==> src/rtl/mipsPkg.sv <==
`default_nettype none

package mipsPkg;

	//////////////////////////////
	// basic widths
	//////////////////////////////

	// data word, also used for byte addresses
	typedef logic [31:0] word_t;

	// register number, 0 to 31
	typedef logic [4:0] regAddr_t;

	// byte distance between two instructions
	localparam word_t pcStep = 32'd4;

	//////////////////////////////
	// instruction fields
	//////////////////////////////

	// opcode field, bits 31:26
	typedef enum logic [5:0] {
		rType = 6'b000000,
		beq   = 6'b000100,
		addi  = 6'b001000,
		andi  = 6'b001100,
		lw    = 6'b100011,
		sw    = 6'b101011
	} opcode_t;

	// function field of r-type, bits 5:0
	typedef enum logic [5:0] {
		functAdd = 6'b100000,
		functSub = 6'b100010,
		functAnd = 6'b100100,
		functOr  = 6'b100101,
		functSlt = 6'b101010
	} funct_t;

	// operations the execute stage ALU knows
	typedef enum logic [2:0] {
		aluAnd  = 3'd0,
		aluOr   = 3'd1,
		aluAdd  = 3'd2,
		aluSub  = 3'd3,
		aluSlt  = 3'd4,
		aluPass = 3'd5
	} aluOp_t;

	// operand source in execute
	typedef enum logic [1:0] {
		fromRegs      = 2'b00,
		fromWriteback = 2'b01,
		fromMemory    = 2'b10
	} fwdSel_t;

	//////////////////////////////
	// stage control
	//////////////////////////////

	// consumed in execute
	typedef struct packed {
		logic   regDst;
		logic   aluSrc;
		aluOp_t aluOp;
	} exCtrl_t;

	// consumed in memory
	typedef struct packed {
		logic branch;
		logic memRead;
		logic memWrite;
	} memCtrl_t;

	// consumed in writeback
	typedef struct packed {
		logic regWrite;
		logic memToReg;
	} wbCtrl_t;

	// everything decode hands to the ID/EX register
	typedef struct packed {
		exCtrl_t  ex;
		memCtrl_t mem;
		wbCtrl_t  wb;
	} stageCtrl_t;

endpackage

`default_nettype wire
==> src/rtl/dataMemory.sv <==
`default_nettype none

module dataMemory #(
	parameter int dmemWords = 64
) (
	input  logic           clk,
	input  logic           reset,
	input  logic           memWrite,
	input  mipsPkg::word_t addr,
	input  mipsPkg::word_t writeData,
	output mipsPkg::word_t readData
);

	localparam int addrBits = $clog2(dmemWords);

	mipsPkg::word_t mem [dmemWords];
	// byte address to word index
	mipsPkg::word_t wordIndex;
	logic inRange;

	assign wordIndex = addr >> 2;
	assign inRange = wordIndex < dmemWords;

	always_ff @(posedge clk or posedge reset)
	begin
		if (reset)
		begin
			for (int i = 0; i < dmemWords; i++)
				mem[i] <= '0;
		end
		// stores outside the array are dropped
		else if (memWrite && inRange)
			mem[wordIndex[addrBits-1:0]] <= writeData;
	end

	assign readData = inRange ? mem[wordIndex[addrBits-1:0]] : '0;

endmodule

`default_nettype wire

==> config.mk <==
export PLATFORM = sky130hd
export DESIGN_NAME = dataMemory
export DESIGN_NICKNAME = d
export VERILOG_FILES = /design/src/rtl/mipsPkg.sv /design/src/rtl/dataMemory.sv
export SDC_FILE = /design/constraint.sdc
export NUM_CORES = 2
export LEC_CHECK = 0
export BUFFER_PORTS_ARGS = -buffer_cell sky130_fd_sc_hd__buf_2
export CAP_MARGIN = 30
export CORE_AREA = 2 2 481 363
export DETAILED_ROUTE_END_ITERATION = 8
export DIE_AREA = 0 0 483 365
export PLACE_DENSITY = 0.72
export SKIP_LAST_GASP = 1
export SLEW_MARGIN = 20
export SYNTH_ARGS = -nofsm -noshare
export SYNTH_HDL_FRONTEND = slang
export SYNTH_SLANG_ARGS = --single-unit
==> constraint.sdc <==
create_clock -name clk -period 59.7 [get_ports clk]
set_input_delay 2.985 -clock clk [delete_from_list [all_inputs] [get_ports clk]]
set_output_delay 2.985 -clock clk [all_outputs]
set_load 0.01 [all_outputs]
== Word-level counts from Yosys, hierarchy flattened ==
Index checks and enable logic that the tools add are counted.
W data, S select, Z words.

* Magnitude comparators: 3
* Mux-type cells: 7
* Bitwise operators: 1
* Reductions and logical operators: 2

{| class="wikitable"
|+ Operator list
! kind !! number
|-
| $bwmux W2048 || 1
|-
| $bmux W32 S6 || 1
|-
| $demux W32 S6 || 1
|-
| $mux W32 || 4
|-
| $lt A30 B7 Y1 const B || 1
|-
| $ge A7 B7 Y1 const B || 1
|-
| $lt A7 B1 Y1 const B || 1
|-
| $not A6 Y7 || 1
|-
| $logic_and A1 B1 Y1 || 2
|}

* Flip-flop bits (word level): 2048
* Output and inout port bits: 32
* Word-level logic and storage cells: 77

== Logic depth before layout (Yosys ltp) ==
* Depth after elaboration: 6
* Depth in mapped cells: 11

== Least setup slack after synthesis ==
OpenSTA, ideal clock, no wires.

* Path kind: input to output
* Start point: input port addr[4]
* End point: output port readData[10]
* Data arrival time: 4.824 ns
* Path slack: 51.891 ns
* Stages on the path: 10
* Buffers on the path: 5
* Cell sequence: buf_4 > buf_4 > buf_4 > buf_4 > buf_6 > a221oi_1 > o22ai_1 > a22oi_1 > o211ai_1 > nor4_1

* Word-level cells in the longest chain between the ends: 5
* Elaborated cells between the ends (all ways): 6
* Classes of those cells: order compare: 1; mux: 4; bitwise: 1

{| class="wikitable"
|+ RTL lines
! what !! line !! source
|-
| from (decl) || dataMemory.sv:9 || <nowiki>input mipsPkg::word_t addr,</nowiki>
|-
| $not A6 Y7 (not written as such) || dataMemory.sv:36 || <nowiki>assign readData = inRange ? mem[wordIndex[addrBits-1:0]] : '0;</nowiki>
|-
| $bmux W32 S6 || dataMemory.sv:36 ||
|-
| $mux W32 (not written as such) (2 in a row) || dataMemory.sv:36 ||
|-
| $mux W32 (*) || dataMemory.sv:36 ||
|-
| to (decl) || dataMemory.sv:11 || <nowiki>output mipsPkg::word_t readData</nowiki>
|}

Every way passes the cells marked *; elsewhere a longest branch is shown, timed or not. The select of a mux whose other input is x is not followed.

== Worst setup path in the final report ==
* Start point: input port addr[2]
* End point: output port readData[24]

The elaborated chain is that of the path after synthesis.

==> metrics <==
Crit Path Max Fanout 55; commonest non-fill, non-tap cell in the layout mux2_2; vias in the first global route 60871; htree depth 4; dpl cells 8498; drc violations 0; Post-synth EDFFs 0; IO Pins 99; hold_ws just under 0.5 ns; drt via density 6.835; total setup buffers inserted after CTS 0; Num CTS Buffers 191; DR pass1 iterations 7; unrepaired setup endpoints after global routing false; Net Count, Synth 6655; total power 2816 uW; Setup violations, final 0; first-pass GRT wire length 433600 um; top flop regs mem (2048); vias post-DR 60683; Longest Clk Path Bufs 3; skew final 0 ns; share of cells above drive strength 1 0.4609; antenna-violating nets left 0; required time worst endpoint 56.72 ns; Power Density 27.51 nW/um2; fraction of registers with async set or reset after synthesis 1.000; period utilisation layout 0.1986; Top reg by flops mem; worst slew pin tran around 1.2 ns; clock net sink count roughly 2000; hold crit path type reg -> reg; Clock Tree Root clkbuf_16; max cap viols 0; Routability Congestion slightly below 0.9; largest net degree at the start of global routing between 150 and 200; Initial Util 0.5467; GRT Total Usage 0.3375; Iter 0 DRT Violations 7209; WS Path Type in -> out; #FFs+latches synth 2048; post-synth cell types between 70 and 80; max reg flops 2048; global route overflow 0; CP arrival 8.87 ns; clk_lat worst skew 0.85 ns; Hold Buf Count CTS 0; synthesized cell area 93910 um2; CP Capture Type output pin; Hold Vio Cnt, Final 0; final instance area 102400 um2; ys flop type dfrtp_1; most frequent cells in the layout mux2_2, dfrtp_1, o22ai_1; Die W 483 um; leakage power 0.04983 uW; Area Overhead vs Synth 8.997%; Syn Inst Count 6588; initial antenna violation count 19; Die H around 370 um; minimum clock period 11.85 ns; mean post-synth cell area ~14 um2; final HPWL from detailed placement ~170000 um; maximum clock rate 84.36 MHz; core box area 171800 um2; sum of negative setup slack 0 ns; fin nets 6496; DIE AREA 176300 um2; post-DR wirelength/cell 33.68 um; sequential area share after synthesis 0.5457; post_cts resized 0; Core Rows around 130; Worst-path clk slew ~0.06 ns; Worst slew margin 0.1767; Syn. warnings 0; IO buf count 96; highest ir drop seen on vdd between 0.03 and 0.04 mV; CTS tree done; CP startpoint kind input pin; DP Area 95640 um2; routed wire length around 300000 um; Finished Layout Cells 8878; outcome completed; max-slew violation count 0
## cell usage after synthesis (all sizes together), types with 5 or more instances
master,instances,area [um2]
nand3,30,165.2
mux4,191,4302
a221oi,16,140.1
o21ai,137,685.7
or2,5,31.28
nor2,144,775.7
a2bb2oi,11,96.34
o221ai,138,1209
a211oi,40,300.3
buf,420,2830
a221o,7,70.07
o211ai,8,60.06
nor3,22,115.1
and3,9,56.30
nand2b,6,37.54
dfrtp,2048,51250
a22o,6,52.55
or3,8,50.05
nor2b,7,43.79
a21oi,127,635.6
o22ai,278,1739
inv,5,18.76
mux2i,152,1521
o31ai,7,52.55
nor4,30,187.7
a22oi,36,270.3
o22a,21,183.9
mux2,2211,24900
clkbuf,268,1006
nand4,5,31.28
o32ai,5,43.79
nand2,127,496.7
## worst max-delay path, cell delays in order
cell and delay [ns]:
buf_8 0.38, buf_4 0.60, buf_4 0.63, buf_4 0.70, buf_4 0.60, mux4_2 0.34, nand2_1 0.05, a311oi_1 0.79
o21ai_0 0.57, nor4b_1 0.80, buf_2 0.26
## logic make-up after synthesis
family / synth area share
simple gates: 0.02368
mux: 0.3271
compound gates: 0.06235
buf+inv: 0.04110
flops: 0.5457
## worst paths after layout
path | from | slack, ns | cells after the start | to
hold / removal | mem[95] | 0.48 | 1 | mem[95]
hold reg to reg | mem[95] | 0.48 | 1 | mem[95]
max in group asynchronous | reset | 53.21 | 11 | mem[1193]
setup reg to reg | mem[1155] | 58.88 | 1 | mem[1155]
min in group asynchronous | reset | 2.11 | 2 | mem[756]
setup / recovery | addr[2] | 47.85 | 11 | readData[24]
## final cells by class
type,count,area (um2)
clock buffer,286,5697
clock inverter,67,660.6
sequential,2048,51250
inverter,6,33.78
fill,13089,69410
timing repair buffer,336,2729
tap,2278,2850
antenna,11,27.53
multi-input combinational,3846,39110
## report_power, final
part	leakage, uW	switching [uW]	total (uW)	internal [uW]
Combinational	0.0180	137	176	38.7
Clock	0.00315	547	1250	706
Sequential	0.0286	0.0000224	1390	1390
Total	0.0498	684	2820	2130
## stage by stage
step,util,worst slack [ns]
global placement,0.5553,48.05
detailed placement,0.5568,48.05
global route,0.5958,47.75
CTS,0.5938,48.04
finish,0.5959,47.85
floorplan,-,28.28
## metal layers
layer / wire [um] / vias to the layer above / GRT usage
met1: 122800 / 32612 / 0.4776
met3: 35780 / 712 / 0.1072
met4: 11750 / 14 / 0.1260
met2: 128600 / 3272 / 0.4890
met5: 162 / - / 0
li1: - / 24073 / -
Power figures use the tool's default switching activity.
