$ cat config.mk
export PLATFORM = sky130hd
export DESIGN_NAME = controlDecoder
export DESIGN_NICKNAME = d
export VERILOG_FILES = /design/src/rtl/mipsPkg.sv /design/src/rtl/controlDecoder.sv
export SDC_FILE = /design/constraint.sdc
export NUM_CORES = 1
export LEC_CHECK = 0
export ABC_AREA = 1
export BUFFER_PORTS_ARGS = -buffer_cell sky130_fd_sc_hd__buf_2
export CAP_MARGIN = 20
export CORE_AREA = 5 5 42 44
export DETAILED_ROUTE_END_ITERATION = 6
export DIE_AREA = 0 0 47 49
export PLACE_DENSITY = 0.67
export SLEW_MARGIN = 20
export SYNTH_ARGS = -nofsm -noshare
export SYNTH_HDL_FRONTEND = slang
export SYNTH_SLANG_ARGS = --single-unit
$ cat constraint.sdc
create_clock -name vclk -period 1
set_clock_uncertainty 0.15 [all_clocks]
set_input_delay 0 -clock vclk [all_inputs]
set_output_delay 0 -clock vclk [all_outputs]
set_load 0.005 [all_outputs]
$ cat src/rtl/mipsPkg.sv
`default_nettype none

package mipsPkg;

	//////////////////////////////
	// basic widths
	//////////////////////////////

	// data word, also used for byte addresses
	typedef logic [31:0] word_t;

	// register number, 0 to 31
	typedef logic [4:0] regAddr_t;

	// byte distance between two instructions
	localparam word_t pcStep = 32'd4;

	//////////////////////////////
	// instruction fields
	//////////////////////////////

	// opcode field, bits 31:26
	typedef enum logic [5:0] {
		rType = 6'b000000,
		beq   = 6'b000100,
		addi  = 6'b001000,
		andi  = 6'b001100,
		lw    = 6'b100011,
		sw    = 6'b101011
	} opcode_t;

	// function field of r-type, bits 5:0
	typedef enum logic [5:0] {
		functAdd = 6'b100000,
		functSub = 6'b100010,
		functAnd = 6'b100100,
		functOr  = 6'b100101,
		functSlt = 6'b101010
	} funct_t;

	// operations the execute stage ALU knows
	typedef enum logic [2:0] {
		aluAnd  = 3'd0,
		aluOr   = 3'd1,
		aluAdd  = 3'd2,
		aluSub  = 3'd3,
		aluSlt  = 3'd4,
		aluPass = 3'd5
	} aluOp_t;

	// operand source in execute
	typedef enum logic [1:0] {
		fromRegs      = 2'b00,
		fromWriteback = 2'b01,
		fromMemory    = 2'b10
	} fwdSel_t;

	//////////////////////////////
	// stage control
	//////////////////////////////

	// consumed in execute
	typedef struct packed {
		logic   regDst;
		logic   aluSrc;
		aluOp_t aluOp;
	} exCtrl_t;

	// consumed in memory
	typedef struct packed {
		logic branch;
		logic memRead;
		logic memWrite;
	} memCtrl_t;

	// consumed in writeback
	typedef struct packed {
		logic regWrite;
		logic memToReg;
	} wbCtrl_t;

	// everything decode hands to the ID/EX register
	typedef struct packed {
		exCtrl_t  ex;
		memCtrl_t mem;
		wbCtrl_t  wb;
	} stageCtrl_t;

endpackage

`default_nettype wire
$ cat src/rtl/controlDecoder.sv
`default_nettype none

module controlDecoder (
	input  mipsPkg::word_t     instr,
	output mipsPkg::stageCtrl_t ctrl
);

	//////////////////////////////
	// opcode and funct decode
	//////////////////////////////

	// one flat decode, no separate alu control step
	always_comb
	begin
		ctrl = '0;
		case (mipsPkg::opcode_t'(instr[31:26]))
			mipsPkg::rType:
			begin
				// funct picks the op, anything unknown stays a no-op
				ctrl.ex.regDst = 1'b1;
				ctrl.wb.regWrite = 1'b1;
				case (mipsPkg::funct_t'(instr[5:0]))
					mipsPkg::functAdd: ctrl.ex.aluOp = mipsPkg::aluAdd;
					mipsPkg::functSub: ctrl.ex.aluOp = mipsPkg::aluSub;
					mipsPkg::functAnd: ctrl.ex.aluOp = mipsPkg::aluAnd;
					mipsPkg::functOr:  ctrl.ex.aluOp = mipsPkg::aluOr;
					mipsPkg::functSlt: ctrl.ex.aluOp = mipsPkg::aluSlt;
					default:           ctrl = '0;
				endcase
			end
			mipsPkg::addi:
			begin
				ctrl.ex.aluSrc = 1'b1;
				ctrl.ex.aluOp = mipsPkg::aluAdd;
				ctrl.wb.regWrite = 1'b1;
			end
			mipsPkg::andi:
			begin
				// immediate arrives sign extended from decode
				ctrl.ex.aluSrc = 1'b1;
				ctrl.ex.aluOp = mipsPkg::aluAnd;
				ctrl.wb.regWrite = 1'b1;
			end
			mipsPkg::lw:
			begin
				ctrl.ex.aluSrc = 1'b1;
				ctrl.ex.aluOp = mipsPkg::aluAdd;
				ctrl.mem.memRead = 1'b1;
				ctrl.wb.regWrite = 1'b1;
				ctrl.wb.memToReg = 1'b1;
			end
			mipsPkg::sw:
			begin
				ctrl.ex.aluSrc = 1'b1;
				ctrl.ex.aluOp = mipsPkg::aluAdd;
				ctrl.mem.memWrite = 1'b1;
			end
			mipsPkg::beq:
			begin
				// subtract only to raise zero
				ctrl.ex.aluOp = mipsPkg::aluSub;
				ctrl.mem.branch = 1'b1;
			end
			default:
				ctrl = '0;
		endcase
	end

endmodule

`default_nettype wire

# After elaboration in Yosys (flattened, before gate mapping)
# Index checks and enable logic that the tools add are counted.
# W data, S select, Z words.
[totals]
regBits = 0
latch_bits = 0
ramBits = 0
mem_bits_ro = 0
n_memories = 0
[op_classes]
mux = 11
div_mod_pow = 0
n_lt_le_gt_ge = 0
reduce_logical = 5
bitwise_logic = 0
multipliers = 0
n_eq_ne = 10
shift = 0
add_sub_neg = 0
[op_table]
columns = ["op", "n"]
rows = [
  ["$eq A6 B6 Y1 const B", 7],
  ["$eq A6 B4 Y1 const B", 2],
  ["$pmux W1 S2", 6],
  ["$pmux W3 S4", 1],
  ["$pmux W3 S3", 1],
  ["$eq A6 B3 Y1 const B", 1],
  ["$logic_not A6 Y1", 1],
  ["$reduce_or A3 Y1", 2],
  ["$reduce_or A5 Y1", 1],
  ["$mux W2", 2],
  ["$reduce_or A4 Y1", 1],
  ["$mux W1", 1],
]

# Depth between registers and ports, before layout
[logic_depth]
word_depth = 4
ltp_mapped = 6
ltp_nobuf = 6

# Worst setup path before layout
# Ideal clock, no wire load.
[synth_timing]
path_type = "input to output"
start = "input instr[28]"
end = "output ctrl[6] (netlist name)"
n_path_buf = 0
cell_stages = 4
t_arrival_ns = 0.513
setup_slack_ns = 0.337
path_cell_list = "nor2_2 nand3_2 or2_0 nand2_1"
[synth_lines]
columns = ["item", "line_no", "text"]
rows = [
  ["start: declaration", "controlDecoder.sv:4", "input mipsPkg::word_t instr,"],
  ["end: declaration", "controlDecoder.sv:5", "output mipsPkg::stageCtrl_t ctrl"],
]

==> impl_metrics.py <==
metrics = {
    "status": {
        "status": "complete, no violations",
    },
    "die": {
        "dieArea_sq_um": 2300,
        "core_sq_um": 1400,
        "row_count": 14,
        "die_w_um": 47,
        "die_y_um": 49,
        "start_util": 0.172,
        "top_level_ports": 42,
    },
    "setup_path": {
        "crit_type": "input port to output port",
        "end_kind": "output port",
        "worstPathMaxFanout": 4,
        "critPathRequiredTime_ns": 0.85,
        "cpMaxStageDelayCell": "or2_0",
        "cp_slowest_stage_delay_ns": 0.23,
        "worst_setup_path_start_kind": "input port",
        "path_common_cell": "buf_2",
        "crit_arrival_ns": 0.77,
        "crit_chain": "buf_2 > nor2_2 > nand3_2 > or2_0 > nand2_1 > buf_2",
    },
    "timing": {
        "fin_tns_setup_ns": 0,
        "grt_setup_unrepaired": "no",
        "min_period_ns": 0.923,
        "setup_violations": 0,
        "final-max-slew-violation-count": 0,
        "finalHoldViolCount": 0,
        "setup_slack_ns": 0.0766,
        "slew_headroom": 0.844,
        "max_freq_ghz": 1.08,
        "worstMarginPinSlew_ns": 0.231,
        "layout_worst_path_cycle_share": 0.923,
    },
    "clocking": {
        "cts_setup_buffers": 0,
        "hold_buffers": 0,
        "cts_resized": 0,
    },
    "worst_hold_path": {
        "hold_class": "input port to output port",
    },
    "power_and_ir_drop": {
        "peakVddDrop_mv": 0.0642,
        "power_density_nw_per_um2": 237,
        "p_leak_uw": 0.000244,
    },
    "drt": {
        "drcViolationCount": 0,
        "vias_per_cell": 4.02,
        "drt_iter0_drc": 4,
        "vias": 346,
        "wire_per_inst_um": 7.70,
        "detail-route-antenna-nets": 0,
        "wl_um": 662,
        "drtPass1Iterations": 3,
    },
    "synth": {
        "syn_nets": 81,
        "yosysUniqueCellTypes": 14,
        "seq_area_frac_synth": 0,
        "yosysWarnings": 0,
        "yosysTopAreaCell": "nand2_1",
        "syn_area_per_cell_sq_um": 4.93,
        "synth_cells": 49,
        "synth_area_leaders": "nand2_1 (16%), nor2_1 (16%), nand3_1 (15%)",
        "synth_top_cell_area_share": 0.155,
        "synth_area_sq_um": 241,
    },
    "cells_and_area": {
        "drive_above_1_share": 0.429,
        "num-clock-buffers": 0,
        "final_common_cell": "buf_2",
        "synthToLayoutAreaGrowth_pct": 52.8,
        "final_nets": 104,
        "nFlopsAndLatches": 0,
        "seqCellArea_sq_um": 0,
        "final_util": 0.263,
        "diodes": 0,
        "nFillCells": 159,
        "final_cell_mix": "buf_2 (22), nand2_1 (10), nor2_1 (10)",
    },
    "run": {
        "cap_viol_max_count": 0,
    },
    "global_routing": {
        "overflow": 0,
        "track_usage": 0.0547,
        "grt_pass1_vias": 288,
        "grt_max_degree": 5,
        "antenna_found_initial": 0,
        "grt_pass1_wl_mm": 1.05,
    },
    "placement": {
        "hpwlAfterDp_um": 651,
        "dp_worst_setup_slack_ns": 0.0684,
        "routabilityCongestion": 0.757,
        "port_buffers": 22,
    },
}
-- final timing paths --
path | startpoint | to | depth (start not counted)
max | instr[29] | ctrl[6] | 6
min | instr[30] | ctrl[2] | 3
-- critical path, delay by kind of cell --
family                 cells  cell delay, ns
buffers and inverters      2            0.23
and+or+nand+nor            4            0.54
-- power by group --
| part | switching [uW] | internal, uW |
|---|---|---|
| registers | 0 | 0 |
| logic | 49.9 | 37.6 |
| clock network | 0 | 0 |
-- through the flow --
stage	power, uW	hold slack (ns)	instances	instance area [sq um]
5_1_grt	98.9	0.166	86	369
2_1_floorplan	40.4	-0.117	49	241
3_3_place_gp	83.4	0.138	86	364
3_5_place_dp	85.9	0.149	86	364
6_report	87.6	0.145	86	369
4_1_cts	86.0	0.148	86	364
-- cell usage after synthesis, types with 2 or more instances --
cell	number
nor2_2	3
nand2_1	10
nor2_1	10
nand3_1	7
nor2_4	2
inv_1	9
-- per-layer routing --
metal / vias up / track usage / wire (um)
met5: - / 0 / 0
met4: 0 / 0 / 0
met3: 0 / 0.00369 / 61
met2: 12 / 0.0973 / 321
met1: 140 / 0.0739 / 279
li1: 194 / - / -
-- cell families (layout without fill, tap and decap cells) --
group | count (synthesis) | in the layout | synth area share
buf+inv | 11 | 32 | 0.187
simple gates | 37 | 37 | 0.793
compound gates | 1 | 1 | 0.0207
-- final cells by class --
class	count	area (sq um)	area share
well taps	16	20.0	0.0542
multi-input cells	38	201	0.546
inverters	10	37.5	0.102
repair buffers	22	110	0.298
Note: power is estimated with default switching activity, not from simulation.
