File: config.mk
export PLATFORM = sky130hd
export DESIGN_NAME = instrMemory
export DESIGN_NICKNAME = d
export VERILOG_FILES = /design/src/rtl/mipsPkg.sv /design/src/rtl/instrMemory.sv
export SDC_FILE = /design/constraint.sdc
export NUM_CORES = 2
export LEC_CHECK = 0
export BUFFER_PORTS_ARGS = -buffer_cell sky130_fd_sc_hd__clkbuf_2
export CAP_MARGIN = 20
export CORE_MARGIN = 2
export CORE_UTILIZATION = 63
export DETAILED_ROUTE_END_ITERATION = 10
export HOLD_SLACK_MARGIN = 0.1
export PLACE_DENSITY = 0.88
export SYNTH_ARGS = -nofsm -noshare
export SYNTH_HDL_FRONTEND = slang
export SYNTH_SLANG_ARGS = --single-unit
export TNS_END_PERCENT = 1
File: constraint.sdc
create_clock -name clk -period 4.16 [get_ports clk]
set_input_delay 0.208 -clock clk [delete_from_list [all_inputs] [get_ports clk]]
set_output_delay 0.208 -clock clk [all_outputs]
set_load 0.02 [all_outputs]
File: src/rtl/mipsPkg.sv
`default_nettype none

package mipsPkg;

	//////////////////////////////
	// basic widths
	//////////////////////////////

	// data word, also used for byte addresses
	typedef logic [31:0] word_t;

	// register number, 0 to 31
	typedef logic [4:0] regAddr_t;

	// byte distance between two instructions
	localparam word_t pcStep = 32'd4;

	//////////////////////////////
	// instruction fields
	//////////////////////////////

	// opcode field, bits 31:26
	typedef enum logic [5:0] {
		rType = 6'b000000,
		beq   = 6'b000100,
		addi  = 6'b001000,
		andi  = 6'b001100,
		lw    = 6'b100011,
		sw    = 6'b101011
	} opcode_t;

	// function field of r-type, bits 5:0
	typedef enum logic [5:0] {
		functAdd = 6'b100000,
		functSub = 6'b100010,
		functAnd = 6'b100100,
		functOr  = 6'b100101,
		functSlt = 6'b101010
	} funct_t;

	// operations the execute stage ALU knows
	typedef enum logic [2:0] {
		aluAnd  = 3'd0,
		aluOr   = 3'd1,
		aluAdd  = 3'd2,
		aluSub  = 3'd3,
		aluSlt  = 3'd4,
		aluPass = 3'd5
	} aluOp_t;

	// operand source in execute
	typedef enum logic [1:0] {
		fromRegs      = 2'b00,
		fromWriteback = 2'b01,
		fromMemory    = 2'b10
	} fwdSel_t;

	//////////////////////////////
	// stage control
	//////////////////////////////

	// consumed in execute
	typedef struct packed {
		logic   regDst;
		logic   aluSrc;
		aluOp_t aluOp;
	} exCtrl_t;

	// consumed in memory
	typedef struct packed {
		logic branch;
		logic memRead;
		logic memWrite;
	} memCtrl_t;

	// consumed in writeback
	typedef struct packed {
		logic regWrite;
		logic memToReg;
	} wbCtrl_t;

	// everything decode hands to the ID/EX register
	typedef struct packed {
		exCtrl_t  ex;
		memCtrl_t mem;
		wbCtrl_t  wb;
	} stageCtrl_t;

endpackage

`default_nettype wire
File: src/rtl/instrMemory.sv
`default_nettype none

module instrMemory #(
	parameter int imemWords = 64
) (
	input  logic                         clk,
	input  logic                         imemWe,
	input  logic [$clog2(imemWords)-1:0] imemAddr,
	input  mipsPkg::word_t               imemData,
	input  mipsPkg::word_t               pc,
	output mipsPkg::word_t               instr
);

	localparam int addrBits = $clog2(imemWords);

	mipsPkg::word_t mem [imemWords];
	// word index from byte address
	mipsPkg::word_t wordIndex;

	// load port, written from outside while the core is held
	always_ff @(posedge clk)
	begin
		if (imemWe)
			mem[imemAddr] <= imemData;
	end

	assign wordIndex = pc >> 2;
	// past the end reads as all zero, decodes to a no-op
	assign instr = (wordIndex < imemWords) ? mem[wordIndex[addrBits-1:0]] : '0;

endmodule

`default_nettype wire

Word level (Yosys, flattened, before mapping)
Memories as Yosys holds them, arrays and structs flattened.
Index checks and enable logic that the tools add are counted.
W data, S select, Z words.
{ "op_classes": {"n_lt_le_gt_ge": 1, "mux": 3} }
{ "op_table": {"columns": ["operator", "n"], "rows": [
  ["$mux W32", 1],
  ["$lt A30 B7 Y1 const B", 1],
  ["$mux W1", 2]
]} }
{ "word_totals": {"register_bits": 0, "input_bits": 72, "mem_bits_rw": 2048, "n_memories": 1} }
{ "mem_list": {"columns": ["name", "depth", "word_bits", "read_ports", "rd_ports_with_merged_regs", "wr", "line_no", "rtl"], "rows": [
  ["mem", 64, 32, 1, 0, 1, "instrMemory.sv:16", "mipsPkg::word_t mem [imemWords];"]
]} }

Logic depth before layout (Yosys ltp)
{ "logic_depth": {"word_depth": 2, "ltp_mapped": 11, "ltp_nobuf": 5} }

Worst setup path before layout
No wires, ideal clock.
{ "synth_timing": {"path_kind": "input to register", "start": "in imemAddr[3]", "end": "mem mem[48][0] (netlist name) (enable)", "setup_slack_ps": 792, "required_time_ps": 3699, "arrival_time_ps": 2907, "path_stages": 4, "path_cell_list": "clkbuf_1 nor2b_1 nand4b_1 nor3_1"} }
{ "synth_lines": {"columns": ["element", "line_no", "rtl"], "rows": [
  ["from (decl)", "instrMemory.sv:8", "input logic [$clog2(imemWords)-1:0] imemAddr,"],
  ["to (decl)", "instrMemory.sv:16", null]
]} }
No word-level cell before the write port.

Worst setup path after layout
{ "layout_timing": {"start": "in pc[2]", "end": "out instr[26]"} }
{ "layout_via": {"elab_chain_cells": 2, "word_cells_on_any_way": 3, "cone_classes": "1 x order compare; 1 x mux; 1 x memory"} }
{ "layout_lines": {"columns": ["element", "line_no", "rtl"], "rows": [
  ["from (decl)", "instrMemory.sv:10", "input mipsPkg::word_t pc,"],
  ["$lt A30 B7 Y1 or $mem_v2 Z64 W32 (tied branches)", null, null],
  ["$mux W32 *", "instrMemory.sv:29", "assign instr = (wordIndex < imemWords) ? mem[wordIndex[addrBits-1:0]] : '0;"],
  ["to (decl)", "instrMemory.sv:11", "output mipsPkg::word_t instr"]
]} }
Mark *: on every way between the ends. The rest lies on a longest branch, timed or not.

==> impl_metrics.tcl <==
set metrics [dict create \
    outcome "finished, final reports clean" \
    grtUsageMet2_pct 57.32 \
    htreeDepth 4 \
    hp-class "in2reg" \
    gp_congestion 0.8475 \
    maxCapViolCount 0 \
    fin_cells 5593 \
    reg_top3 "mem (2048)" \
    hold_violations 0 \
    dp_cells 5192 \
    use_met1_pct 45.92 \
    ys_seq_elements 2048 \
    critical_path_required_ns 3.95 \
    max_stage_delay_ns 0.82 \
    syn_to_final_growth_pct 12.89 \
    die_x_um 358.0 \
    dr.first_iter.drc_count 8456 \
    drc 0 \
    setup_violations 0 \
    initial_core_util_pct 63.70 \
    slew_headroom_pct 16.87 \
    synthArstFlopShare_pct 0 \
    grt_max_degree 78 \
    drive_gt1_share_pct 29.29 \
    gr-total-overflow 0 \
    grt_most_used_layer "met2" \
    finalCritPeriodShare_pct 98.90 \
    cts_buffer_depth 3 \
    vias_per_cell 7.685 \
    die_h_um 358.0 \
    wl_per_cell_um 42.21 \
    yosysSeqAreaShare_pct 77.89 \
    cts_tree "done" \
    fp-row-count 129 \
    hpwl_mm 121.3 \
    top_level_ports 104 \
    ys_types 64 \
    crit_chain "buf_8, buf_12, mux2i_1, a221oi_1, a21oi_1, o22a_1, o21ai_1, clkbuf_2" \
    antenna_found_initial 14 \
    use_met3_pct 12.80 \
    min_period_ns 4.114 \
    synth_edf_count 2048 \
    synth.avg_cell_area_um2 22.81 \
    synth_top_family_by_area "multiplexers" \
    grtUsageTotal_pct 36.92 \
    max_clock_freq_ghz 0.2431 \
    drv_slew 0 \
    post-cts-setup-buffers 0 \
    synth_compound_area_share_pct 2.676 \
    pwr_density_cell_nw_per_um2 469.5 \
    start_kind "primary input" \
    io_buffers 101 \
    synth_adder_area_share_pct 0 \
    ys_warn_count 0 \
    drtPass1Iterations 7 \
    vias 42980 \
    syn-instance-count 3461 \
    synth_nets 3533 \
    critPathSlowestCell "a221oi_1" \
    synth-xor-area-share_pct 0 \
    final_antenna_net_count 0 \
    grt_setup_unrepaired "false" \
    cts_sinks 2048 \
    worst-setup-path-type "in2out" \
    largest_register_ffs 2048 \
    cp.arrival_ns 3.91 \
    grt_pass1_wl_mm 324.1 \
    synth_simple_gate_area_share_pct 1.561 \
    ir_worst_vdd_v 0.0005779 \
    final_cell_mix "2048 x edfxtp_1, 487 x mux4_2, 192 x clkbuf_16" \
    ys.flop_type "edfxtp_1" \
    cp-end-kind "output port" \
    core_um2 124000 \
    path_buf_inv 3 \
    final_common_cell "edfxtp_1" \
    layout.nets 3864 \
    dieArea_um2 128200 \
    wl_mm 236.1 \
    setup_tns_ns 0 \
    tightest_slew_ns 1.216 \
    cts_buffers 186 \
    crit_family "compound AO/OA/AOI/OAI gates" \
    grt_pass1_vias 43564 \
    clkTransAtPathRegs_ns 0.06 \
    top_register "mem" \
    synth_mux_area_share_pct 16.31 \
    cts_root_buf "clkbuf_16" \
    cp_max_fo 55 \
    netlist_area_um2 78960 \
    p_leak_uw 0.02821 \
]
==> final cells by class <==
| type | count | area (um2) |
|---|---|---|
| antenna | 16 | 40.04 |
| clock buffer | 222 | 4917 |
| clock inverter | 114 | 813.3 |
| fill | 6319 | 34820 |
| inverter | 6 | 27.53 |
| multi-input combinational | 1213 | 16740 |
| sequential | 2048 | 61500 |
| tap | 1637 | 2048 |
| timing repair buffer | 337 | 3050 |
==> through the flow <==
step                      cell area (um2)  power [uW]  hold WS [ns]  setup WS [ns]  util [%]
final                               89140       41850        0.1078        0.04595     71.91
after floorplan                     78960       24460        0.3069         0.7922         -
after CTS                           88470       41590        0.1491         0.2485     71.37
after detailed placement            82640       25340        0.8913         0.4790     66.66
after global placement              82630       25220        0.8305         0.6224     66.66
after global routing                89110       42500        0.1089        0.09569     71.89
==> cells in the mapped netlist, types with 3 or more instances <==
library cell | number | share of area (%)
nor4_1 | 9 | 0.071
a211oi_1 | 8 | 0.076
o32ai_1 | 3 | 0.033
buf_1 | 14 | 0.067
a221o_1 | 21 | 0.27
a2bb2oi_1 | 7 | 0.078
mux4_2 | 487 | 14
buf_8 | 4 | 0.076
or2_2 | 10 | 0.079
buf_6 | 37 | 0.53
o31ai_1 | 10 | 0.095
a22o_1 | 3 | 0.033
o21ai_0 | 23 | 0.15
o22ai_1 | 23 | 0.18
a21oi_1 | 38 | 0.24
a22oi_1 | 28 | 0.27
a2111oi_0 | 6 | 0.067
a31oi_1 | 7 | 0.055
o2111a_1 | 10 | 0.14
nand2b_1 | 26 | 0.21
mux2i_1 | 163 | 2.1
a21o_1 | 3 | 0.029
clkbuf_1 | 68 | 0.32
a32o_1 | 7 | 0.089
buf_2 | 52 | 0.33
nand4_1 | 5 | 0.040
and2_1 | 3 | 0.024
nor2_1 | 101 | 0.48
nor2b_1 | 15 | 0.12
mux2_2 | 25 | 0.36
nand2_1 | 52 | 0.25
a221oi_1 | 52 | 0.58
buf_4 | 17 | 0.16
edfxtp_1 | 2048 | 78
inv_1 | 5 | 0.024
nor3_1 | 14 | 0.089
nand3_1 | 16 | 0.10
==> routing by layer <==
layer / vias to the layer above / share of wire [%]
met5: - / 0.091
met2: 4805 / 48
met3: 1004 / 15
li1: 15504 / -
met4: 14 / 6.5
met1: 21653 / 30
==> repair_timing <==
| item | CTS | global route |
|---|---|---|
| hold endpoints to repair | 473 | 394 |
| gates resized for setup | 0 | 1 |
| endpoints found under the setup margin | 0 | 1 |
| hold buffers | 10 | 17 |
==> cells by family after synthesis <==
family / count (synthesis)
and+or+nand+nor: 262
DFF: 2048
AOI/OAI and AO/OA: 276
buffers and inverters: 200
muxes: 675
==> path summary, 6_finish.rpt <==
check,endpoint,slack (ns),from,depth (start not counted)
worst min-delay path,mem[10][7],0.11,imemData[7],1
worst max-delay path,instr[26],0.05,pc[2],8
==> power by group <==
part	total (uW)	internal, uW	switching [uW]
combinational	2230	826	1410
sequential	22900	22800	49.6
clock	16700	9030	7710
total	41900	32700	9160
No activity file was read; power rests on OpenSTA's default activity.
