<file path="src/rtl/mipsPkg.sv">
`default_nettype none

package mipsPkg;

	//////////////////////////////
	// basic widths
	//////////////////////////////

	// data word, also used for byte addresses
	typedef logic [31:0] word_t;

	// register number, 0 to 31
	typedef logic [4:0] regAddr_t;

	// byte distance between two instructions
	localparam word_t pcStep = 32'd4;

	//////////////////////////////
	// instruction fields
	//////////////////////////////

	// opcode field, bits 31:26
	typedef enum logic [5:0] {
		rType = 6'b000000,
		beq   = 6'b000100,
		addi  = 6'b001000,
		andi  = 6'b001100,
		lw    = 6'b100011,
		sw    = 6'b101011
	} opcode_t;

	// function field of r-type, bits 5:0
	typedef enum logic [5:0] {
		functAdd = 6'b100000,
		functSub = 6'b100010,
		functAnd = 6'b100100,
		functOr  = 6'b100101,
		functSlt = 6'b101010
	} funct_t;

	// operations the execute stage ALU knows
	typedef enum logic [2:0] {
		aluAnd  = 3'd0,
		aluOr   = 3'd1,
		aluAdd  = 3'd2,
		aluSub  = 3'd3,
		aluSlt  = 3'd4,
		aluPass = 3'd5
	} aluOp_t;

	// operand source in execute
	typedef enum logic [1:0] {
		fromRegs      = 2'b00,
		fromWriteback = 2'b01,
		fromMemory    = 2'b10
	} fwdSel_t;

	//////////////////////////////
	// stage control
	//////////////////////////////

	// consumed in execute
	typedef struct packed {
		logic   regDst;
		logic   aluSrc;
		aluOp_t aluOp;
	} exCtrl_t;

	// consumed in memory
	typedef struct packed {
		logic branch;
		logic memRead;
		logic memWrite;
	} memCtrl_t;

	// consumed in writeback
	typedef struct packed {
		logic regWrite;
		logic memToReg;
	} wbCtrl_t;

	// everything decode hands to the ID/EX register
	typedef struct packed {
		exCtrl_t  ex;
		memCtrl_t mem;
		wbCtrl_t  wb;
	} stageCtrl_t;

endpackage

`default_nettype wire
</file>
<file path="src/rtl/executeStage.sv">
`default_nettype none

module executeStage (
	input  mipsPkg::exCtrl_t  ctrl,
	input  mipsPkg::fwdSel_t  forwardA,
	input  mipsPkg::fwdSel_t  forwardB,
	input  mipsPkg::word_t    rsData,
	input  mipsPkg::word_t    rtData,
	input  mipsPkg::word_t    imm,
	input  mipsPkg::word_t    pcPlus4,
	input  mipsPkg::word_t    memResult,
	input  mipsPkg::word_t    wbResult,
	input  mipsPkg::regAddr_t rt,
	input  mipsPkg::regAddr_t rd,
	output mipsPkg::word_t    aluResult,
	output mipsPkg::word_t    storeData,
	output mipsPkg::word_t    branchTarget,
	output logic              zero,
	output mipsPkg::regAddr_t destReg
);

	// operand a after forwarding
	mipsPkg::word_t opA;
	// operand b before and after the immediate select
	mipsPkg::word_t fwdB;
	mipsPkg::word_t opB;

	//////////////////////////////
	// operand select
	//////////////////////////////

	function automatic mipsPkg::word_t selectOperand(
		input mipsPkg::fwdSel_t sel,
		input mipsPkg::word_t regValue
	);
		case (sel)
			mipsPkg::fromMemory:    return memResult;
			mipsPkg::fromWriteback: return wbResult;
			default:                return regValue;
		endcase
	endfunction

	assign opA = selectOperand(forwardA, rsData);
	assign fwdB = selectOperand(forwardB, rtData);
	assign opB = ctrl.aluSrc ? imm : fwdB;

	// sw stores the forwarded rt, not the immediate
	assign storeData = fwdB;

	//////////////////////////////
	// alu
	//////////////////////////////

	always_comb
	begin
		case (ctrl.aluOp)
			mipsPkg::aluAnd:  aluResult = opA & opB;
			mipsPkg::aluOr:   aluResult = opA | opB;
			mipsPkg::aluAdd:  aluResult = opA + opB;
			mipsPkg::aluSub:  aluResult = opA - opB;
			// two's complement compare
			mipsPkg::aluSlt:  aluResult = {31'd0, $signed(opA) < $signed(opB)};
			mipsPkg::aluPass: aluResult = opB;
			default:          aluResult = '0;
		endcase
	end

	// equality flag for beq
	assign zero = (ctrl.aluOp == mipsPkg::aluSub) && (opA == opB);

	// word offset to byte offset
	assign branchTarget = pcPlus4 + (imm << 2);

	// rd for r-type, rt for i-type
	assign destReg = ctrl.regDst ? rd : rt;

endmodule

`default_nettype wire

</file>
<file path="config.mk">
export PLATFORM = sky130hd
export DESIGN_NAME = executeStage
export DESIGN_NICKNAME = d
export VERILOG_FILES = /design/src/rtl/mipsPkg.sv /design/src/rtl/executeStage.sv
export SDC_FILE = /design/constraint.sdc
export NUM_CORES = 1
export LEC_CHECK = 0
export ABC_AREA = 1
export BUFFER_PORTS_ARGS = -buffer_cell sky130_fd_sc_hd__buf_2
export CAP_MARGIN = 20
export CORE_MARGIN = 4
export CORE_UTILIZATION = 45
export DETAILED_ROUTE_END_ITERATION = 8
export PLACE_DENSITY = 0.77
export SKIP_LAST_GASP = 1
export SLEW_MARGIN = 10
export SYNTH_ARGS = -nofsm -noshare
export SYNTH_HDL_FRONTEND = slang
export SYNTH_SLANG_ARGS = --single-unit
export TNS_END_PERCENT = 30
</file>
<file path="constraint.sdc">
create_clock -name vclk -period 7.7
set_clock_uncertainty 0.15 [all_clocks]
set_input_delay 0 -clock vclk [all_inputs]
set_output_delay 0 -clock vclk [all_outputs]
set_load 0.05 [all_outputs]
</file>
* Yosys cells after proc, flatten, opt, wreduce, memory -nomap -nowiden
Index checks and enable logic that the tools add are counted.
** Storage, ports and cells
- Flip-flop bits (word level) :: 0
- Logic and storage cells :: 23
- Output and inout port bits :: 102
** Operators by class
- $add $sub $neg :: 3
- Bitwise operators :: 2
- Eq/ne operators :: 10
- Mux-type cells :: 5
- Reduce and logical (&&, ||, !) cells :: 2
- $lt $le $gt $ge :: 1
** Operators by type and width (count)
- $pmux 32 s6 :: 1
- $pmux 32 s2 :: 2
- $add 32x32->32 :: 2
- $and 32x32->32 :: 1
- $eq 32x32->1 :: 1
- $lt 32x32->1 :: 1
- $mux 32 :: 1
- $or 32x32->32 :: 1
- $sub 32x32->32 :: 1
- $eq 3x2->1 const B :: 2
- $eq 3x3->1 const B :: 2
- $mux 5 :: 1
- $eq 2x1->1 const B :: 2
- $eq 2x2->1 const B :: 2
- $eq 3x1->1 const B :: 1
- $logic_not 3->1 :: 1
- $logic_and 1x1->1 :: 1

* Logic depth before layout (Yosys ltp)
- Depth after elaboration :: 5
- Depth in mapped cells :: 25

* Worst setup path after synthesis
No wires, ideal clock.
- Path kind :: input-to-output
- From :: in forwardB[0]
- To :: out zero
- Arrival time :: 4232 ps
- Required time :: 7550 ps
- Stages :: 19
- Path slack :: 3318 ps
- Path buffers :: 4
- Path through :: inv_1 ha_1 buf_4 inv_2 buf_6 buf_4 nor2_1 a21oi_1 nand2_1 nand2_1 inv_1 ha_1 buf_4 inv_2 nor2_1 nand2_1 nor2_1 nand2_1 nor4_1
** Between the ends
- Word-level cells in the longest chain between the ends :: 5
- Elaborated cells on any way between the ends :: 6
** Ends and longest elaborated chain
- from (decl) :: line executeStage.sv:6 : input mipsPkg::fwdSel_t forwardB,
- $eq 2x1->1 / $eq 2x2->1 (equally long branches) :: line executeStage.sv:36 : case (sel)
- $pmux 32 s2 (*) :: line executeStage.sv:36
- via storeData[25] :: line executeStage.sv:16 : output mipsPkg::word_t storeData,
- $mux 32 (*) :: line executeStage.sv:45 : assign opB = ctrl.aluSrc ? imm : fwdB;
- $eq 32x32->1 (*) :: line executeStage.sv:69 : assign zero = (ctrl.aluOp == mipsPkg::aluSub) && (opA == opB);
- $logic_and 1x1->1 (*) :: line executeStage.sv:69
- to (decl) :: line executeStage.sv:18 : output logic zero,
Mark *: on every way through the listed nets, which the timed path passes. The rest lies on a longest branch.

* Worst setup path in the final report
- From :: in forwardB[0]
- To :: out aluResult[27]
** Between the ends
- Word-level cells in the longest chain between the ends :: 5
- Elaborated cells on any way between the ends :: 9
** Ends and longest elaborated chain
- $eq 2x1->1 / $eq 2x2->1 (equally long branches) :: line executeStage.sv:36
- $pmux 32 s2 (*) :: line executeStage.sv:36
- $mux 32 (*) :: line executeStage.sv:45
- $sub 32x32->32, or another cell as far along :: line executeStage.sv:60 : mipsPkg::aluSub: aluResult = opA - opB;
- $pmux 32 s6 (*) :: line executeStage.sv:56 : case (ctrl.aluOp)
- to (decl) :: line executeStage.sv:15 : output mipsPkg::word_t aluResult,
Every way passes the cells marked *; elsewhere a longest branch is shown, timed or not.

==> reports/results.tsv <==
metric	value	unit
slowest_stage	inv_2	
slowest_delay	0.70	ns
grt_use_total	36.0	%
period_share	55.1	%
slew_headroom	22.5	%
avgViaCountPerCell	5.57	
rows	54	
syn_inst	1970	
ant_nets	0	
layout.area.seq	0	µm²
final-setup-viol-count	0	
design.die.area	0.0248	mm²
crit_chain	buf_2, inv_1, ha_1, inv_2, o21ai_0, o21ai_1, ha_1, nand2_1, inv_1, nand2_1, nor4_1, nand2_1, nand3_1, nand3_1, nand3_1, buf_2	
routed-via-count	14000	
die_h	157	µm
die-width	157	µm
grt_pass1_vias	13100	
port_buffers	309	
layout.nets	2575	
nFlopsAndLatches	0	
worst-path-buf-inv	5	
routabilityCongestion	1.05	
rsz0062_at_grt	no	
tightest_slew	1.16	ns
grt_overflow	0	
critPathMaxFanout	57	
crit_family	buffers and inverters	
cts_setup_buffers	0	
grt_max_degree	58	
io_pins	313	
nClkBuffers	0	
syn_avg_cell_area	5.10	µm²
antenna_found_initial	9	
wire_per_inst	18.9	µm
cp-startpoint	forwardB[0]	
clock.fmax	236	MHz
wl	47500	µm
syn_nets	2319	
cp_data_required_time	7.55	ns
dpl.hpwl	41200	µm
cp-start-kind	input port	
synth.distinct_cells	46	
fin_hold_ws	0.280	ns
worstHoldStart	pcPlus4[2]	
layout_common_cells	nand2_1 (608), inv_1 (372), buf_2 (309)	
drv_cap	0	
nFillCells	2477	
start_util	45.9	%
critPathKind	input port to output pin	
dr.first_iter.drc_count	1700	
core	0.0219	mm²
yosysSeqAreaShare	0	%
slew_violations	0	
drcViolationCount	0	
worstPathArrival	4.09	ns
synth_warnings	0	
dr.pass1.iters	6	
status	finished clean	
final_common_cell	nand2_1	
final_hold_viol_count	0	
final.setup.tns	0	ns
drive_above_1_share	15.9	%
area_growth	16.4	%
synthesis.area	0.0100	mm²
period_minus_slack	4.24	ns
end_kind	output pin	
grt_pass1_wl	70300	µm
hp-class	input port to output pin	
[path summary, 6_finish.rpt]
path              end  cells after the start
max     aluResult[27]                     16
min   branchTarget[2]                      3
[cell families after synthesis]
group,synth area share (%)
AOI/OAI and AO/OA,20.3
xor gates and xnor gates,2.27
adders and majority gates,17.4
buffers and inverters,17.7
muxes,0.561
and+or+nand+nor,41.8
[Yosys cell counts, types with 6 or more instances]
| cell | number | area share [%] |
|---|---|---|
| nand2_1 | 608 | 23 |
| inv_1 | 372 | 14 |
| nand3_1 | 184 | 9.2 |
| ha_1 | 135 | 17 |
| nor2_1 | 131 | 4.9 |
| o21ai_0 | 119 | 5.9 |
| a21oi_1 | 115 | 5.7 |
| o21ai_1 | 32 | 1.6 |
| buf_2 | 25 | 1.2 |
| o22ai_1 | 24 | 1.5 |
| nand4_1 | 21 | 1.3 |
| nor3_1 | 21 | 1.0 |
| xor2_1 | 21 | 1.8 |
| clkbuf_1 | 20 | 0.75 |
| a221o_1 | 14 | 1.4 |
| a22o_1 | 13 | 1.1 |
| buf_4 | 11 | 0.82 |
| nor2_2 | 9 | 0.56 |
| and2_1 | 7 | 0.44 |
| nor4_1 | 7 | 0.44 |
| o21bai_1 | 7 | 0.52 |
| buf_6 | 6 | 0.67 |
| o211ai_1 | 6 | 0.45 |
[per-stage QoR]
stage	worst slack (ns)	area, µm²	util [%]	instances
2_1_floorplan	3.32	10000	-	1970
3_3_place_gp	3.59	11600	53.1	2500
3_5_place_dp	3.63	11600	53.2	2501
4_1_cts	3.63	11700	53.2	2503
5_1_grt	3.17	11700	53.3	2506
6_report	3.46	11700	53.4	2508
[cell type report]
type,instances,area [µm²],area share [%]
antenna,4,10.0,0.0857
timing repair buffer,320,1650,14.1
tap,280,350,3.00
inverter,376,1410,12.1
multi-input combinational,1528,8260,70.7
[metal layers]
layer	track usage [%]	vias to the layer above	share of wire [%]
met1	48.1	6250	41
met3	7.48	114	12
met5	0	-	0.13
li1	-	6813	-
met4	9.67	10	3.5
met2	58.9	792	44
[worst min-delay path, cell delays in order]
cell	delay, ns
buf_2	0.08
ha_1	0.10
buf_2	0.25
[timing repair]
item                                    4_1_cts  5_1_grt
endpoints found under the setup margin        0        0
hold endpoints to repair                      2        0
hold buffers                                  2        0
resized for setup                             0        0
