File: config.mk
export PLATFORM = sky130hd
export DESIGN_NAME = registerFile
export DESIGN_NICKNAME = d
export VERILOG_FILES = /design/src/rtl/mipsPkg.sv /design/src/rtl/registerFile.sv
export SDC_FILE = /design/constraint.sdc
export NUM_CORES = 2
export LEC_CHECK = 0
export BUFFER_PORTS_ARGS = -buffer_cell sky130_fd_sc_hd__clkbuf_2
export CORE_MARGIN = 8
export CORE_UTILIZATION = 30
export CTS_BUF_LIST = sky130_fd_sc_hd__clkbuf_16
export CTS_CLUSTER_SIZE = 30
export DETAILED_ROUTE_END_ITERATION = 12
export SYNTH_ARGS = -nofsm -noshare
export SYNTH_HDL_FRONTEND = slang
export SYNTH_SLANG_ARGS = --single-unit
File: constraint.sdc
create_clock -name clk -period 40.4 [get_ports clk]
set_input_delay 6.06 -clock clk [delete_from_list [all_inputs] [get_ports clk]]
set_output_delay 6.06 -clock clk [all_outputs]
set_load 0.1 [all_outputs]
File: src/rtl/mipsPkg.sv
`default_nettype none

package mipsPkg;

	//////////////////////////////
	// basic widths
	//////////////////////////////

	// data word, also used for byte addresses
	typedef logic [31:0] word_t;

	// register number, 0 to 31
	typedef logic [4:0] regAddr_t;

	// byte distance between two instructions
	localparam word_t pcStep = 32'd4;

	//////////////////////////////
	// instruction fields
	//////////////////////////////

	// opcode field, bits 31:26
	typedef enum logic [5:0] {
		rType = 6'b000000,
		beq   = 6'b000100,
		addi  = 6'b001000,
		andi  = 6'b001100,
		lw    = 6'b100011,
		sw    = 6'b101011
	} opcode_t;

	// function field of r-type, bits 5:0
	typedef enum logic [5:0] {
		functAdd = 6'b100000,
		functSub = 6'b100010,
		functAnd = 6'b100100,
		functOr  = 6'b100101,
		functSlt = 6'b101010
	} funct_t;

	// operations the execute stage ALU knows
	typedef enum logic [2:0] {
		aluAnd  = 3'd0,
		aluOr   = 3'd1,
		aluAdd  = 3'd2,
		aluSub  = 3'd3,
		aluSlt  = 3'd4,
		aluPass = 3'd5
	} aluOp_t;

	// operand source in execute
	typedef enum logic [1:0] {
		fromRegs      = 2'b00,
		fromWriteback = 2'b01,
		fromMemory    = 2'b10
	} fwdSel_t;

	//////////////////////////////
	// stage control
	//////////////////////////////

	// consumed in execute
	typedef struct packed {
		logic   regDst;
		logic   aluSrc;
		aluOp_t aluOp;
	} exCtrl_t;

	// consumed in memory
	typedef struct packed {
		logic branch;
		logic memRead;
		logic memWrite;
	} memCtrl_t;

	// consumed in writeback
	typedef struct packed {
		logic regWrite;
		logic memToReg;
	} wbCtrl_t;

	// everything decode hands to the ID/EX register
	typedef struct packed {
		exCtrl_t  ex;
		memCtrl_t mem;
		wbCtrl_t  wb;
	} stageCtrl_t;

endpackage

`default_nettype wire
File: src/rtl/registerFile.sv
`default_nettype none

module registerFile (
	input  logic              clk,
	input  logic              reset,
	input  logic              writeEn,
	input  mipsPkg::regAddr_t rsAddr,
	input  mipsPkg::regAddr_t rtAddr,
	input  mipsPkg::regAddr_t writeAddr,
	input  mipsPkg::regAddr_t dbgAddr,
	input  mipsPkg::word_t    writeData,
	output mipsPkg::word_t    rsData,
	output mipsPkg::word_t    rtData,
	output mipsPkg::word_t    dbgData
);

	mipsPkg::word_t regs [32];
	// real write, register zero never takes one
	logic doWrite;

	assign doWrite = writeEn && (writeAddr != '0);

	always_ff @(posedge clk or posedge reset)
	begin
		if (reset)
		begin
			for (int i = 0; i < 32; i++)
				regs[i] <= '0;
		end
		else if (doWrite)
			regs[writeAddr] <= writeData;
	end

	// bypass the writeback value so decode sees it in the same cycle
	assign rsData = (doWrite && (writeAddr == rsAddr)) ? writeData : regs[rsAddr];
	assign rtData = (doWrite && (writeAddr == rtAddr)) ? writeData : regs[rtAddr];

	// inspect port, plain array read
	assign dbgData = regs[dbgAddr];

endmodule

`default_nettype wire

### Word level (Yosys, flattened, before mapping)

Index checks and enable logic that the tools add are counted.

| word-level totals | value |
|---|---|
| bits in registers | 1024 |
| input bits | 55 |
| word-level logic and storage cells | 62 |

| operators by class | value |
|---|---|
| order comparisons | 5 |
| eq/ne operators | 2 |
| muxes and demuxes | 14 |
| bitwise logic cells | 4 |
| reduce and logical (&&, ||, !) cells | 5 |

Operators with widths:

| operator | number |
|---|---|
| $bwmux W1024 | 1 |
| $bmux W32 S5 | 3 |
| $mux W32 | 9 |
| $demux W32 S5 | 1 |
| $ge A6 B6 Y1 const B | 4 |
| $not A5 Y6 | 4 |
| $eq A5 B5 Y1 | 2 |
| $lt A6 B1 Y1 const B | 1 |
| $reduce_bool A5 Y1 | 1 |
| $logic_and A1 B1 Y1 | 4 |

### Depth between registers and ports, before layout

| depth | value |
|---|---|
| depth in word-level cells | 6 |
| mapped depth | 9 |

### Worst setup path before layout

OpenSTA, ideal clock, no wires.

| timing | value |
|---|---|
| path kind | input -> output |
| start point | in rsAddr[0] |
| end point | out rsData[17] |
| arrival time | 9575 ps |
| required time | 34340 ps |
| slack | 24765 ps |
| stages | 8 |
| path buffers | 4 |
| cell sequence | buf_2 -> buf_6 -> buf_4 -> buf_4 -> mux4_2 -> o22ai_1 -> or4_1 -> o21ai_0 |

| between the ends | value |
|---|---|
| word-level cells in the longest chain between the ends | 5 |

RTL lines:

| what | RTL line | text |
|---|---|---|
| start: declaration | registerFile.sv:7 | `input mipsPkg::regAddr_t rsAddr,` |
| $not A5 Y6 (implied by the code) | registerFile.sv:35 | `assign rsData = (doWrite && (writeAddr == rsAddr)) ? writeData : regs[rsAddr];` |
| $bmux W32 S5 | registerFile.sv:35 |  |
| $mux W32 (implied by the code) (2 in a row) | registerFile.sv:35 |  |
| $mux W32 * | registerFile.sv:35 |  |
| end: declaration | registerFile.sv:12 | `output mipsPkg::word_t rsData,` |

Every way passes the cells marked *; elsewhere a longest branch is shown, timed or not. The select of a mux whose other input is x is not followed.

### Worst setup path in the final report

| timing | value |
|---|---|
| start point | in rtAddr[0] |
| end point | out rtData[30] |

| between the ends | value |
|---|---|
| word-level cells in the longest chain between the ends | 5 |

RTL lines:

| what | RTL line | text |
|---|---|---|
| start: declaration | registerFile.sv:8 | `input mipsPkg::regAddr_t rtAddr,` |
| $not A5 Y6 (implied by the code) | registerFile.sv:36 | `assign rtData = (doWrite && (writeAddr == rtAddr)) ? writeData : regs[rtAddr];` |
| $bmux W32 S5 | registerFile.sv:36 |  |
| $mux W32 (implied by the code) (2 in a row) | registerFile.sv:36 |  |
| $mux W32 * | registerFile.sv:36 |  |
| end: declaration | registerFile.sv:13 | `output mipsPkg::word_t rtData,` |

Marks and branches as above.

==> reports/qor.yml <==
clock_tree:
  cts_resized: 0
  ctsHoldBuffers: 0
  htreeDepth: 3
  cts_buffer_depth: 3
  clock_latency_ns: 0.73
  cts_root_buffer: "clkbuf_16"
  numCtsBuffers: 108
  cts.sinks: 1024
  post-cts-setup-buffers: 0
  cts_tree: "done"
  path_clk_slew_ns: 0.06
floorplan:
  die_w_um: 468
  die_h_um: 468
  die-area_sq_um: 219000
  rows: 166
  core_sq_um: 204000
  io_pins: 151
  initial_core_util_pct: 30.1
synthesis:
  synth_edf_count: 0
  synthArstFlopShare_pct: 100
  synth_area_leader_cell: "dfrtp_1"
  ys_seq_elements: 1024
  yosysUniqueCellTypes: 37
  yosys_warnings: 0
  syn-num-nets: 3980
  synth_compound_area_share_pct: 3.28
  ys.flop_type: "dfrtp_1"
  syn_area_per_cell_sq_um: 15.6
  synth_mux_area_share_pct: 49.1
  yosysSeqAreaShare_pct: 41.7
  synthTopCellsByArea: "dfrtp_1 (42%), mux4_2 (30%), mux2_2 (18%)"
  netlist_area_sq_um: 61400
  synth_top_family_by_area: "multiplexers"
  synth_cells: 3925
  synth_xor_area_share_pct: 0.143
  synth-adder-area-share_pct: 0
  netlist.area_leader.share_pct: 41.7
  synth-simple-area-share_pct: 1.94
cells_and_area:
  largest-register: "regs"
  fin_nets: 3829
  drive_gt1_share_pct: 58.2
  largest_reg_flops: 1024
  reg_top3: "regs (1024)"
  area_growth_pct: 10.0
  multi_input_area_sq_um: 33700
  fill_cells: 19700
  mostFrequentLayoutCells: "dfrtp_1 (1,024), mux2_2 (999), mux4_2 (830)"
  seqCellArea_sq_um: 25600
  final_common_cell: "dfrtp_1"
global_routing:
  grt_pass1_vias: 41000
  grt_pass1_wl_um: 307000
  grt_overflow: 0
  antenna_found_initial: 15
  track_usage_pct: 19.1
  grt_max_degree: 130
pwr:
  power_frac_clock_pct: 29.7
  vdd_ir_drop_max_v: 0.0000345
  p_total_w: 0.00328
  power_leakage_nw: 27.6
  pwr_density_cell_nw_per_um2: 48.6
  cell_internal_pwr_w: 0.00223
  p_seq_share_pct: 42.7
  comb_power_share_pct: 27.6
  p_sw_share_pct: 32.2
  p_sw_w: 0.00106
worst_setup_path:
  critPathLaunchType: "primary input"
  critPathMaxFanout: 55
  timing_worst_setup_path_type: "in -> out"
  arrival_ns: 10.91
  cp.required_ns: 34.34
  cp-end-kind: "output pin"
sta:
  period_minus_slack_ns: 16.97
  setup_tns_ns: 0
  slew_viol_final: 0
  worstMarginPinSlew_ns: 1.35
  hold_viol: 0
  fin_hold_ws_ns: 0.414
  maxSlewHeadroom_pct: 9.45
  fin_worst_skew_ns: 0
  fmax_ghz: 0.0589
  fin_crit_sh_pct: 42.0
  setup_violations: 0
  rsz0062_at_grt: "no"
detailed_routing:
  wl_um: 213000
  drc: 0
  wl_per_cell_um: 32.5
  drtIter0Drc: 4070
  num_vias: 40200
  drt.antenna.violating_nets: 0
  vias_per_cell: 6.13
  detail_route.first_pass.iterations: 7
run_status:
  status: "complete, no violations"
placement:
  gp_congestion: 0.804
  place_hpwl_um: 117000
  port_buffers: 150
job:
  maxCapViolCount: 0
min_path:
  hold_path.class: "reg -> reg"
## cell families (layout without fill, tap and decap cells)
| kind of cell | after synthesis | count (layout) |
|---|---|---|
| and+or+nand+nor | 219 | 219 |
| xor gates and xnor gates | 10 | 10 |
| DFF | 1024 | 1024 |
| other | 0 | 13 |
| muxes | 1846 | 1846 |
| buffers and inverters | 491 | 427 |
| AOI/OAI and AO/OA | 335 | 335 |
## worst max-delay path, cell delays in order
cell and delay [ns]:
buf_8 0.46, buf_4 0.89, buf_4 0.80, mux4_2 0.40, o22ai_1 0.07, or4_1 0.57
o21ai_0 0.92, clkbuf_2 0.61
## power by group through the flow
stage,Sequential [W],Clock (W),Combinational [W]
after floorplan,0.00135,0,0.000748
after global placement,0.00139,0,0.000898
after detailed placement,0.00141,0,0.000910
after CTS,0.00139,0.000995,0.000912
after global routing,0.00143,0.00103,0.000954
final,0.00140,0.000976,0.000906
## worst paths after layout
kind | startpoint | end | slack, ns | depth (start not counted)
min in group asynchronous | reset | regs[892] | 5.48 | 2
worst min-delay path | regs[998] | regs[998] | 0.41 | 0
worst max-delay path | rtAddr[0] | rtData[30] | 23.43 | 8
worst min register to register | regs[998] | regs[998] | 0.41 | 0
max in group asynchronous | reset | regs[845] | 31.54 | 5
worst max register to register | regs[609] | regs[609] | 39.56 | 1
## synthesized netlist by cell type (all sizes together), types with 2 or more instances
library cell / number
nor3b: 3
nand3: 6
buf: 269
xor2: 4
o22ai: 252
or4: 63
nor4: 3
nor2: 22
nand4b: 3
o21ai: 78
mux2: 1013
xnor2: 6
nand3b: 9
dfrtp: 1024
inv: 3
clkbuf: 219
nor2b: 2
or3: 2
nand2b: 2
a221oi: 3
nand2: 98
mux2i: 3
mux4: 830
## area by class of cell
class                      instances  share of cell area, %
antenna                           13                 0.0482
clock buffer                     111                   4.11
clock inverter                    86                  0.865
inverter                           3                 0.0278
multi-input combinational       2410                   49.9
sequential                      1024                   37.9
tap                             2688                   4.98
timing repair buffer             227                   2.13
## metrics by stage
stage | std cells | worst slack [ns] | utilization, % | cell area [sq um]
floorplan | 3925 | 5.52 | - | 61400
global placement | 6352 | 23.13 | 31.4 | 64100
detailed placement | 6352 | 23.18 | 31.4 | 64100
CTS | 6549 | 23.19 | 33.1 | 67500
global route | 6553 | 23.12 | 33.1 | 67500
finish | 6562 | 23.43 | 33.1 | 67500
## per-layer routing
| metal | global-route usage, % | up-vias | wire (um) |
|---|---|---|---|
| met3 | 5.10 | 469 | 19500 |
| met2 | 30.2 | 2141 | 100000 |
| met4 | 7.39 | 0 | 8710 |
| met1 | 25.1 | 22000 | 84700 |
| li1 | - | 15600 | - |
| met5 | 0 | - | 0 |
(Power assumes the default switching activity.)
